[src/axi_pkg.sv]
// AXI4 write channel widths and packed payload structs shared by the interconnect
`default_nettype none

package axi_pkg;

   localparam int ADDR_WIDTH      = 32;
   localparam int DATA_BYTES_LOG2 = 2;
   localparam int DATA_BYTES      = 1 << DATA_BYTES_LOG2;    // Bytes per beat
   localparam int DATA_WIDTH      = DATA_BYTES * 8;
   localparam int ID_WIDTH        = 4;
   localparam int USER_WIDTH      = 1;

   typedef struct packed {
      logic [ADDR_WIDTH-1:0] addr;
      logic [2:0]            prot;
      logic [ID_WIDTH-1:0]   id;
      logic [USER_WIDTH-1:0] user;
      logic [7:0]            len;       // Beats in the burst minus one
      logic [2:0]            size;
      logic [1:0]            burst;
      logic                  lock;
      logic [3:0]            cache;
      logic [3:0]            qos;
      logic [3:0]            region;
   } axi_aw_t;

   typedef struct packed {
      logic [DATA_WIDTH-1:0] data;
      logic [DATA_BYTES-1:0] strb;
      logic                  last;
      logic [USER_WIDTH-1:0] user;
   } axi_w_t;

   typedef struct packed {
      logic [1:0]            resp;
      logic [ID_WIDTH-1:0]   id;
      logic [USER_WIDTH-1:0] user;
   } axi_b_t;

endpackage

`default_nettype wire

[src/xbar_pkg.sv]
// Grant encoding and arbiter state type for the two-master write interconnect
`default_nettype none

package xbar_pkg;

   // One bit per master, so a grant bit can steer that master's readys directly
   typedef enum logic [1:0] {
      GRANT_NONE = 2'b00,
      GRANT_S0   = 2'b01,
      GRANT_S1   = 2'b10
   } grant_t;

   typedef enum logic [1:0] {
      ARB_IDLE,
      ARB_ADDR,
      ARB_DATA,
      ARB_RESP
   } arb_state_t;

endpackage

`default_nettype wire

[src/axi_wr_arbiter.sv]
// Write arbiter that grants one master and holds the grant for a whole burst
`timescale 1ns/1ps
`default_nettype none

module axi_wr_arbiter
   import xbar_pkg::*;
#(
   parameter int ROUND_ROBIN = 1
)
(
   input  logic   clk,
   input  logic   rst_n,
   input  logic   s0_awvalid,
   input  logic   s1_awvalid,
   input  logic   aw_fire,
   input  logic   burst_done,
   input  logic   b_fire,
   output grant_t grant,
   output logic   addr_phase,
   output logic   data_phase
);

   arb_state_t state;
   logic       last_s1;                                // High when s1 was served last
   logic       pick_s1;

   // s1 wins alone, or on a tie when it is its turn under round robin
   assign pick_s1 = s1_awvalid & (~s0_awvalid | ((ROUND_ROBIN != 0) & ~last_s1));

   assign addr_phase = (state == ARB_ADDR);            // Only the AW channel may pass
   assign data_phase = (state == ARB_DATA);            // W follows the accepted AW

   always_ff @(posedge clk)
   begin
      if (!rst_n)
      begin
         state   <= ARB_IDLE;
         grant   <= GRANT_NONE;
         last_s1 <= 1'b1;                              // Lets s0 win the first tie
      end
      else
      begin
         case (state)
            ARB_IDLE:
            begin
               if (s0_awvalid || s1_awvalid)
               begin
                  state   <= ARB_ADDR;
                  grant   <= pick_s1 ? GRANT_S1 : GRANT_S0;
                  last_s1 <= pick_s1;
               end
            end
            ARB_ADDR:
               if (aw_fire)
                  state <= ARB_DATA;
            ARB_DATA:
               if (burst_done)
                  state <= ARB_RESP;
            ARB_RESP:
            begin
               if (b_fire)
               begin
                  state <= ARB_IDLE;
                  grant <= GRANT_NONE;                 // One idle cycle before the next grant
               end
            end
            default:
            begin
               state <= ARB_IDLE;
               grant <= GRANT_NONE;
            end
         endcase
      end
   end

endmodule

`default_nettype wire

[src/axi_wr_beat_counter.sv]
// Beat counter that loads AWLEN and flags the last accepted W beat of a burst
`timescale 1ns/1ps
`default_nettype none

module axi_wr_beat_counter
(
   input  logic       clk,
   input  logic       rst_n,
   input  logic       aw_fire,
   input  logic [7:0] len,
   input  logic       w_fire,
   output logic       burst_done
);

   logic [7:0] remaining;                              // Beats still due after the current one
   logic       active;                                 // A burst is open

   assign burst_done = active & w_fire & (remaining == 8'd0);

   always_ff @(posedge clk)
   begin
      if (!rst_n)
      begin
         remaining <= 8'd0;
         active    <= 1'b0;
      end
      else if (aw_fire)
      begin
         remaining <= len;
         active    <= 1'b1;
      end
      else if (w_fire && active)
      begin
         if (remaining == 8'd0)
            active <= 1'b0;
         else
            remaining <= remaining - 8'd1;
      end
   end

endmodule

`default_nettype wire

[src/axi_wr_mux.sv]
// Grant-steered mux of AW and W toward the shared port, with ready and B back to the owner
`timescale 1ns/1ps
`default_nettype none

module axi_wr_mux
   import axi_pkg::*;
   import xbar_pkg::*;
(
   input  grant_t  grant,
   input  logic    addr_phase,
   input  logic    data_phase,

   input  logic    s0_aw_valid,
   output logic    s0_aw_ready,
   input  axi_aw_t s0_aw,
   input  logic    s0_w_valid,
   output logic    s0_w_ready,
   input  axi_w_t  s0_w,
   output logic    s0_b_valid,
   input  logic    s0_b_ready,
   output axi_b_t  s0_b,

   input  logic    s1_aw_valid,
   output logic    s1_aw_ready,
   input  axi_aw_t s1_aw,
   input  logic    s1_w_valid,
   output logic    s1_w_ready,
   input  axi_w_t  s1_w,
   output logic    s1_b_valid,
   input  logic    s1_b_ready,
   output axi_b_t  s1_b,

   output logic    m_aw_valid,
   input  logic    m_aw_ready,
   output axi_aw_t m_aw,
   output logic    m_w_valid,
   input  logic    m_w_ready,
   output axi_w_t  m_w,
   input  logic    m_b_valid,
   output logic    m_b_ready,
   input  axi_b_t  m_b,

   output logic    aw_fire,
   output logic    w_fire,
   output logic    b_fire
);

   always_comb
   begin
      case (grant)
         GRANT_S0:
         begin
            m_aw_valid = s0_aw_valid & addr_phase;
            m_aw       = s0_aw;
            m_w_valid  = s0_w_valid & data_phase;
            m_w        = s0_w;
            m_b_ready  = s0_b_ready;
         end
         GRANT_S1:
         begin
            m_aw_valid = s1_aw_valid & addr_phase;
            m_aw       = s1_aw;
            m_w_valid  = s1_w_valid & data_phase;
            m_w        = s1_w;
            m_b_ready  = s1_b_ready;
         end
         default:
         begin
            m_aw_valid = 1'b0;                         // Nothing leaves without an owner
            m_aw       = '0;
            m_w_valid  = 1'b0;
            m_w        = '0;
            m_b_ready  = 1'b0;
         end
      endcase
   end

   // Each master sees ready and B valid only through its own grant bit
   assign s0_aw_ready = grant[0] & addr_phase & m_aw_ready;
   assign s0_w_ready  = grant[0] & data_phase & m_w_ready;
   assign s0_b_valid  = grant[0] & m_b_valid;
   assign s1_aw_ready = grant[1] & addr_phase & m_aw_ready;
   assign s1_w_ready  = grant[1] & data_phase & m_w_ready;
   assign s1_b_valid  = grant[1] & m_b_valid;

   assign s0_b = m_b;                                  // Payload goes to both, valid picks one
   assign s1_b = m_b;

   assign aw_fire = m_aw_valid & m_aw_ready;
   assign w_fire  = m_w_valid & m_w_ready;
   assign b_fire  = m_b_valid & m_b_ready;

endmodule

`default_nettype wire

[src/axi_reg_slice.sv]
// One-entry valid/ready register stage for any packed payload type
`timescale 1ns/1ps
`default_nettype none

module axi_reg_slice
#(
   parameter type payload_t = logic
)
(
   input  logic     clk,
   input  logic     rst_n,
   input  logic     in_valid,
   output logic     in_ready,
   input  payload_t in_data,
   output logic     out_valid,
   input  logic     out_ready,
   output payload_t out_data
);

   logic     full;
   payload_t data_q;

   // Accept while empty, or while the held entry leaves this cycle
   assign in_ready  = ~full | out_ready;
   assign out_valid = full;
   assign out_data  = data_q;

   always_ff @(posedge clk)
   begin
      if (!rst_n)
         full <= 1'b0;
      else if (in_ready)
         full <= in_valid;                             // Refill or drain
   end

   always_ff @(posedge clk)
   begin
      if (in_valid && in_ready)
         data_q <= in_data;
   end

endmodule

`default_nettype wire

[src/axi_wr_xbar.sv]
// Two-master AXI4 write interconnect sharing one downstream write port
`timescale 1ns/1ps
`default_nettype none

module axi_wr_xbar
   import axi_pkg::*;
   import xbar_pkg::*;
#(
   parameter int ROUND_ROBIN = 1
)
(
   input  logic    clk,
   input  logic    rst_n,

   input  logic    s0_aw_valid,
   output logic    s0_aw_ready,
   input  axi_aw_t s0_aw,
   input  logic    s0_w_valid,
   output logic    s0_w_ready,
   input  axi_w_t  s0_w,
   output logic    s0_b_valid,
   input  logic    s0_b_ready,
   output axi_b_t  s0_b,

   input  logic    s1_aw_valid,
   output logic    s1_aw_ready,
   input  axi_aw_t s1_aw,
   input  logic    s1_w_valid,
   output logic    s1_w_ready,
   input  axi_w_t  s1_w,
   output logic    s1_b_valid,
   input  logic    s1_b_ready,
   output axi_b_t  s1_b,

   output logic    m_aw_valid,
   input  logic    m_aw_ready,
   output axi_aw_t m_aw,
   output logic    m_w_valid,
   input  logic    m_w_ready,
   output axi_w_t  m_w,
   input  logic    m_b_valid,
   output logic    m_b_ready,
   input  axi_b_t  m_b
);

   grant_t  grant;
   logic    addr_phase;
   logic    data_phase;
   logic    aw_fire;
   logic    w_fire;
   logic    b_fire;
   logic    burst_done;
   logic    mux_aw_valid;                              // Owner side of the AW slice
   logic    mux_aw_ready;
   axi_aw_t mux_aw;
   logic    mux_w_valid;                               // Owner side of the W slice
   logic    mux_w_ready;
   axi_w_t  mux_w;

   axi_wr_arbiter #(
      .ROUND_ROBIN (ROUND_ROBIN)
   ) i_axi_wr_arbiter (
      .clk        (clk),
      .rst_n      (rst_n),
      .s0_awvalid (s0_aw_valid),
      .s1_awvalid (s1_aw_valid),
      .aw_fire    (aw_fire),
      .burst_done (burst_done),
      .b_fire     (b_fire),
      .grant      (grant),
      .addr_phase (addr_phase),
      .data_phase (data_phase)
   );

   axi_wr_beat_counter i_axi_wr_beat_counter (
      .clk        (clk),
      .rst_n      (rst_n),
      .aw_fire    (aw_fire),
      .len        (mux_aw.len),                        // Granted master's AWLEN
      .w_fire     (w_fire),
      .burst_done (burst_done)
   );

   axi_wr_mux i_axi_wr_mux (
      .grant       (grant),
      .addr_phase  (addr_phase),
      .data_phase  (data_phase),
      .s0_aw_valid (s0_aw_valid),
      .s0_aw_ready (s0_aw_ready),
      .s0_aw       (s0_aw),
      .s0_w_valid  (s0_w_valid),
      .s0_w_ready  (s0_w_ready),
      .s0_w        (s0_w),
      .s0_b_valid  (s0_b_valid),
      .s0_b_ready  (s0_b_ready),
      .s0_b        (s0_b),
      .s1_aw_valid (s1_aw_valid),
      .s1_aw_ready (s1_aw_ready),
      .s1_aw       (s1_aw),
      .s1_w_valid  (s1_w_valid),
      .s1_w_ready  (s1_w_ready),
      .s1_w        (s1_w),
      .s1_b_valid  (s1_b_valid),
      .s1_b_ready  (s1_b_ready),
      .s1_b        (s1_b),
      .m_aw_valid  (mux_aw_valid),
      .m_aw_ready  (mux_aw_ready),
      .m_aw        (mux_aw),
      .m_w_valid   (mux_w_valid),
      .m_w_ready   (mux_w_ready),
      .m_w         (mux_w),
      .m_b_valid   (m_b_valid),                        // B returns without a slice
      .m_b_ready   (m_b_ready),
      .m_b         (m_b),
      .aw_fire     (aw_fire),
      .w_fire      (w_fire),
      .b_fire      (b_fire)
   );

   axi_reg_slice #(
      .payload_t (axi_aw_t)
   ) i_aw_slice (
      .clk       (clk),
      .rst_n     (rst_n),
      .in_valid  (mux_aw_valid),
      .in_ready  (mux_aw_ready),
      .in_data   (mux_aw),
      .out_valid (m_aw_valid),
      .out_ready (m_aw_ready),
      .out_data  (m_aw)
   );

   axi_reg_slice #(
      .payload_t (axi_w_t)
   ) i_w_slice (
      .clk       (clk),
      .rst_n     (rst_n),
      .in_valid  (mux_w_valid),
      .in_ready  (mux_w_ready),
      .in_data   (mux_w),
      .out_valid (m_w_valid),
      .out_ready (m_w_ready),
      .out_data  (m_w)
   );

endmodule

`default_nettype wire

[config.mk]
export PLATFORM = sky130hd
export DESIGN_NAME = axi_wr_xbar
export DESIGN_NICKNAME = d
export VERILOG_FILES = /design/src/axi_pkg.sv /design/src/xbar_pkg.sv /design/src/axi_wr_arbiter.sv /design/src/axi_wr_beat_counter.sv /design/src/axi_wr_mux.sv /design/src/axi_reg_slice.sv /design/src/axi_wr_xbar.sv
export SDC_FILE = /design/constraint.sdc
export NUM_CORES = 1
export LEC_CHECK = 0
export BUFFER_PORTS_ARGS = -buffer_cell sky130_fd_sc_hd__buf_4
export CAP_MARGIN = 5
export CORE_AREA = 2 2 137 139
export DETAILED_ROUTE_END_ITERATION = 10
export DIE_AREA = 0 0 139 141
export GPL_ROUTABILITY_DRIVEN = 0
export PLACE_DENSITY = 0.75
export SLEW_MARGIN = 20
export SYNTH_ARGS = -nofsm -noshare
export SYNTH_HDL_FRONTEND = slang
export SYNTH_HIERARCHICAL = 1
export SYNTH_SLANG_ARGS = --single-unit
[constraint.sdc]
create_clock -name clk -period 6.07 [get_ports clk]
set_input_delay 1.214 -clock clk [delete_from_list [all_inputs] [get_ports clk]]
set_output_delay 1.214 -clock clk [all_outputs]
set_load 0.005 [all_outputs]
==> flow_summary_export.csv, run 1 <==
group,metric,value,unit
status,status,"complete, no violations",
route,ant_nets,0,
global_routing,grt_pass1_vias,4985,
route,avgViaCountPerCell,4.94,
sta,tightest_slew,1020,ps
clock_tree,htreeDepth,4,
logic_synthesis,ys_ff_latch,120,
power_and_ir_drop,ir_drop,0.232,mV
sta,setup_ws,2770,ps
cells_and_area,drive_gt1_share,48.7,%
clock_tree,cts-root-buf,"clkbuf_16",
clock_tree,clockBufferDepth,2,
floorplanning,core_area,0.0183,sq mm
placement,pre_cts_slack,3090,ps
logic_synthesis,synthCells,493,
sta,hold_viol,0,
cells_and_area,final_util,48.9,%
floorplanning,die_x,139,um
sta,fmax,0.303,GHz
clock_tree,cts_tree,"yes",
power_and_ir_drop,finalPower,3050,uW
sta,period_minus_slack,3300,ps
worst_setup_path,critPathMaxFanout,52,
worst_setup_path,critPathCaptureType,"output port",
clock_tree,cts_made_buffers,17,
clock_tree,cts_sinks,120,
logic_synthesis,synth-async-reset-ratio,0,%
clock_tree,cts_setup_buffers,0,
cells_and_area,syn_to_final_growth,52.4,%
run,drv_cap,0,
route,route.detailed.drc,0,
floorplanning,die_area,0.0196,sq mm
worst_setup_path,reg2reg_depth,5,
worst_setup_path,cp.arrival,2090,ps
sta,fin_worst_skew,10.3,ps
placement,place.detailed.hpwl,13.6,mm
clock_tree,post_cts_resized,0,
sta,slew_headroom,31.9,%
route,wirelength,18.7,mm
floorplanning,rows,50,
sta,tns,0,ps
route,drtIter0Drc,271,
route,wl_per_cell,18.0,um
logic_synthesis,ys_types,47,
cells_and_area,nets,1029,
logic_synthesis,synth.net_count,728,
logic_synthesis,synth_edf_count,104,
global_routing,grt_max_degree,105,
route,vias,5145,
global_routing,gr-total-overflow,0,
global_routing,gr-usage-all-layers,18.3,%
worst_setup_path,path_class,"register to output port",
hold_path,hp-class,"register to register",
clock_tree,clock_latency,410,ps
floorplanning,die_h,141,um
clock_tree,cts_hold_buf,0,
global_routing,grt_pass1_wl,27.8,mm
placement,dpl_cell_area,0.00834,sq mm
cells_and_area,fillers,1654,
route,firstDrtPassIters,5,
logic_synthesis,synth_area,0.00586,sq mm
clock_tree,path_clk_slew,60,ps
sta,drv_slew,0,
logic_synthesis,ys_seq_area_share,58.7,%
worst_setup_path,start_kind,"register",
sta,finalSetupViolCount,0,
logic_synthesis,synthFlopType,"edfxtp_1",
cells_and_area,n_antenna_cell,0,
logic_synthesis,syn_area_per_cell,11.9,sq um
floorplanning,initial_core_util,32.1,%
logic_synthesis,yosys_warnings,6,
global_routing,antenna_found_initial,0,
cells_and_area,final_cell_area,0.00893,sq mm
hold_path,hold_depth,2,
power_and_ir_drop,p_leak,0.00362,uW
power_and_ir_drop,power_density,341,mW/mm^2
floorplanning,io_pins,353,
placement,io_buffers,331,
worst_setup_path,worstPathRequired,4860,ps
sta,rsz0062_at_grt,"false",
sta,fin_crit_sh,54.4,%
==> stage by stage <==
stage / hold WS [ps] / cells
floorplan: 468 / 493
global placement: 486 / 1009
detailed placement: 496 / 1009
CTS: 504 / 1041
global route: 519 / 1041
finish: 502 / 1041
==> routing by layer <==
layer  global-route usage, %  share of wire (%)  vias to the layer above
met1                    21.9                 39                     2453
li1                        -                  -                     2436
met4                    7.07                2.6                        0
met2                    31.8                 52                      226
met5                       0                  0                        -
met3                    4.65                6.5                       30
==> worst max-delay path, cell delays in order, from the launching register on <==
cell	delay [ps]
dfxtp_1	370
inv_1	270
ha_4	580
a22oi_1	210
nor2_1	120
buf_4	120
==> final timing paths <==
path	end	startpoint	slack [ps]
min	i_axi_wr_arbiter/state[0]$_SDFFE_PN0P_	i_axi_wr_arbiter/state[0]$_SDFFE_PN0P_	500
max	m_b_ready	i_axi_wr_arbiter/grant[0]$_SDFFE_PN0P_	2770
max reg2reg	i_aw_slice/out_data[1]$_DFFE_PP_	i_axi_wr_arbiter/grant[0]$_SDFFE_PN0P_	3210
min reg2reg	i_axi_wr_arbiter/state[0]$_SDFFE_PN0P_	i_axi_wr_arbiter/state[0]$_SDFFE_PN0P_	500
==> power breakdown <==
| part | total (uW) | leakage [uW] | internal [uW] | switching, uW |
|---|---|---|---|---|
| Clock | 1000 | 0.000282 | 640 | 364 |
| Sequential | 1070 | 0.00110 | 1020 | 45.3 |
| Combinational | 975 | 0.00224 | 396 | 579 |
==> flip-flops by register name (all words and copies together) (netlist names) <==
| name | flops |
|---|---|
| i_axi_wr_beat_counter/remaining | 8 |
| i_w_slice/out_valid | 1 |
| i_axi_wr_arbiter/last_s1 | 1 |
| i_axi_wr_arbiter/grant | 2 |
| i_aw_slice/out_valid | 1 |
| i_aw_slice/out_data | 66 |
| i_axi_wr_beat_counter/active | 1 |
| i_w_slice/out_data | 38 |
| i_axi_wr_arbiter/state | 2 |
==> placed cells by master, fill, tap and decap left out, types with 4 or more instances in the layout <==
cell	n
a21oi_1	6
edfxtp_1	104
dfxtp_1	16
nand2_1	8
mux2i_1	5
ha_1	6
nand3_1	5
buf_4	334
nor2_1	114
o21ai_0	8
a211oi_1	4
a22oi_1	96
nor3_1	4
a22oi_2	9
clkbuf_16	17
inv_1	12
==> cell families (layout without fill, tap and decap cells) <==
| kind of cell | after synthesis | in the layout | synth area share [%] |
|---|---|---|---|
| multiplexers | 5 | 5 | 0.854 |
| buffers and inverters | 65 | 379 | 7.02 |
| flip-flops | 120 | 120 | 58.7 |
| XOR/XNOR | 3 | 3 | 0.448 |
| adder cells (fa/ha/maj) | 9 | 9 | 1.92 |
| AO/OA/AOI/OAI | 135 | 135 | 18.1 |
| AND/OR/NAND/NOR | 156 | 156 | 13.0 |
==> area by class of cell <==
| type | count | area [sq um] | share of cell area (%) |
|---|---|---|---|
| Clock buffer | 18 | 429 | 4.81 |
| Clock inverter | 14 | 158 | 1.77 |
| Inverter | 12 | 45.0 | 0.504 |
| Multi-Input combinational cell | 308 | 2040 | 22.9 |
| Sequential cell | 120 | 3440 | 38.6 |
| Tap cell | 234 | 293 | 3.28 |
| Timing Repair Buffer | 335 | 2520 | 28.2 |
==> Yosys cell counts, drive strengths merged, types with 2 or more instances <==
| library cell | count | area [sq um] |
|---|---|---|
| nor2 | 114 | 428 |
| a22oi | 105 | 833 |
| edfxtp | 104 | 3120 |
| buf | 41 | 322 |
| dfxtp | 16 | 320 |
| clkbuf | 12 | 45.0 |
| inv | 12 | 45.0 |
| ha | 9 | 113 |
| nand2 | 8 | 30.0 |
| o21ai | 8 | 40.0 |
| a21oi | 7 | 38.8 |
| mux2i | 5 | 50.1 |
| nand3 | 5 | 25.0 |
| nor3 | 5 | 30.0 |
| nor3b | 5 | 63.8 |
| a211oi | 4 | 30.0 |
| and2 | 4 | 30.0 |
| a21boi | 3 | 30.0 |
| nand2b | 3 | 33.8 |
| nor2b | 3 | 26.3 |
| xnor2 | 3 | 26.3 |
| and4 | 2 | 17.5 |
| nor4 | 2 | 33.8 |
| o31ai | 2 | 15.0 |
Note: power is estimated with default switching activity, not from simulation.
==> inputs of run 2 (changes only) <==
CORE_AREA = 2 2 136 138   (was 2 2 137 139)
DIE_AREA = 0 0 138 140   (was 0 0 139 141)
PLACE_DENSITY = 0.78   (was 0.75)
clock period = 2.85 ns   (was 6.07 ns; I/O delays follow)
==> run 2 against run 1 <==
Against the previous run:
- sequential cell count unchanged
- register-to-register slack worse by 2700 ps
- worst setup slack worse by 2200 ps
- global-route usage up 0.75 points
- routed wire length up 1.1%
- sequential share of layout area down 0.21 points
- design area up 0.56%
==> flow_summary_export.csv, run 2 (synthesis gave the netlist of run 1 again) <==
group,metric,value,unit
cells_and_area,largest_reg_flops,66,
worst_setup_path,cp.arrival,2620,ps
hold_path,hold_end,"i_aw_slice/out_valid$_SDFFE_PN0P_",
worst_setup_path,r2r-start,"i_axi_wr_arbiter/grant[0]$_SDFFE_PN0P_",
floorplanning,core_area,0.0178,sq mm
worst_setup_path,ff2ff_setup_slack,550,ps
global_routing,antenna_found_initial,0,
floorplanning,io_pins,353,
floorplanning,initial_core_util,33.0,%
worst_setup_path,worstPathRequired,3170,ps
hold_path,hp-class,"input port to register",
power_and_ir_drop,power_density,724,mW/mm^2
sta,tightest_slew,769,ps
global_routing,met2_usage,33.3,%
cells_and_area,final_cell_area,0.00898,sq mm
hold_path,holdCritStartpoint,"m_aw_ready",
route,vias,5157,
global_routing,grt_max_degree,105,
cells_and_area,nets,1033,
global_routing,grt_pass1_vias,5126,
worst_setup_path,r2r_end,"i_axi_wr_beat_counter/remaining[5]$_SDFFE_PN0P_",
route,avgViaCountPerCell,4.96,
clock_tree,htreeDepth,4,
cells_and_area,n_antenna_cell,0,
clock_tree,cts_hold_buf,0,
hold_path,hold_depth,3,
placement,io_buffers,331,
route,drtIter0Drc,354,
sta,finalSetupViolCount,0,
clock_tree,path_clk_slew,60,ps
floorplanning,die_x,138,um
route,wirelength,18.9,mm
worst_setup_path,start_kind,"register",
sta,rsz0062_at_grt,"false",
clock_tree,post_cts_resized,0,
cells_and_area,fillers,1569,
run,drv_cap,0,
worst_setup_path,path_class,"register to register",
global_routing,grt_use_met3,5.91,%
global_routing,gr-total-overflow,0,
placement,place.detailed.hpwl,14.2,mm
sta,fin_crit_sh,80.6,%
floorplanning,die_h,140,um
cells_and_area,layout_commonest_cell,"buf_4",
clock_tree,cts_sinks,120,
clock_tree,cts_tree,"yes",
clock_tree,clockBufferDepth,2,
worst_setup_path,reg2reg_depth,8,
cells_and_area,final_cell_mix,"buf_4, nor2_1, edfxtp_1",
clock_tree,cts_setup_buffers,0,
sta,tns,0,ps
power_and_ir_drop,finalPower,6500,uW
cells_and_area,drive_gt1_share,49.4,%
power_and_ir_drop,ir_drop,0.495,mV
clock_tree,clock_latency,410,ps
route,wl_per_cell,18.2,um
clock_tree,cts_made_buffers,17,
placement,dpl_cell_area,0.00839,sq mm
global_routing,gr-usage-all-layers,19.0,%
placement,dp_cells,1008,
route,ant_nets,0,
sta,slew_headroom,48.8,%
global_routing,grt_pass1_wl,28.7,mm
sta,hold_viol,0,
status,status,"complete, no violations",
floorplanning,rows,49,
sta,drv_slew,0,
cells_and_area,syn_to_final_growth,53.2,%
route,firstDrtPassIters,6,
worst_setup_path,critPathMaxFanout,6,
cells_and_area,instances_no_fill,1040,
route,route.detailed.drc,0,
sta,fmax,0.435,GHz
power_and_ir_drop,p_leak,0.00365,uW
global_routing,grt-busiest-layer,"met2",
sta,period_minus_slack,2300,ps
sta,fin_worst_skew,9.02,ps
global_routing,met1_usage,21.9,%
worst_setup_path,critPathCaptureType,"register",
clock_tree,cts-root-buf,"clkbuf_16",
floorplanning,die_area,0.0193,sq mm
run 2: metrics by stage:
stage / utilization (%) / hold slack [ps] / setup slack, ps
floorplan: - / 468 / 701
global placement: 47.2 / 483 / 708
detailed placement: 47.2 / 498 / 612
CTS: 50.5 / 427 / 588
global route: 50.5 / 434 / 393
finish: 50.5 / 450 / 554
run 2: critical path, cell delays in order, from the launching register on:
cell	delay (ps)
dfxtp_1	410
inv_1	170
ha_4	230
mux2i_1	150
nor3_1	380
nand2_1	180
nor4_2	310
a211oi_1	120
a311oi_1	240
run 2: how the worst max path moves through the flow:
stage,cells past startpoint,slack [ps],end,startpoint
2_1_floorplan,7,700,i_aw_slice/out_data[0]$_DFFE_PP_,i_axi_wr_arbiter/grant[0]$_SDFFE_PN0P_
3_3_place_gp,8,710,i_axi_wr_arbiter/state[1]$_SDFFE_PN0P_,i_axi_wr_arbiter/grant[0]$_SDFFE_PN0P_
3_5_place_dp,9,610,i_axi_wr_arbiter/state[1]$_SDFFE_PN0P_,i_axi_wr_arbiter/grant[0]$_SDFFE_PN0P_
4_1_cts,8,590,i_axi_wr_beat_counter/remaining[5]$_SDFFE_PN0P_,i_axi_wr_arbiter/grant[0]$_SDFFE_PN0P_
5_1_grt,8,390,i_axi_wr_beat_counter/remaining[5]$_SDFFE_PN0P_,i_axi_wr_arbiter/grant[0]$_SDFFE_PN0P_
6_report,8,550,i_axi_wr_beat_counter/remaining[5]$_SDFFE_PN0P_,i_axi_wr_arbiter/grant[0]$_SDFFE_PN0P_
run 2: final cells by class:
type                            count  area (sq um)  area share (%)
Multi-Input combinational cell    308          2040            22.8
Sequential cell                   120          3440            38.3
Tap cell                          229           287            3.19
Inverter                           12          45.0           0.502
Clock inverter                     15           166            1.85
Clock buffer                       17           425            4.74
Timing Repair Buffer              339          2570            28.6
run 2: power by group:
group	leakage [uW]	internal [uW]	switching, uW
clock	0.000282	1300	822
combinational	0.00227	875	1230
sequential	0.00110	2180	95.6
total	0.00365	4360	2150
run 2: routing by layer:
layer	routed length, um	part of all wire [%]
met4	540	2.9
met5	0	0
met3	1330	7.0
met2	9910	52
met1	7130	38
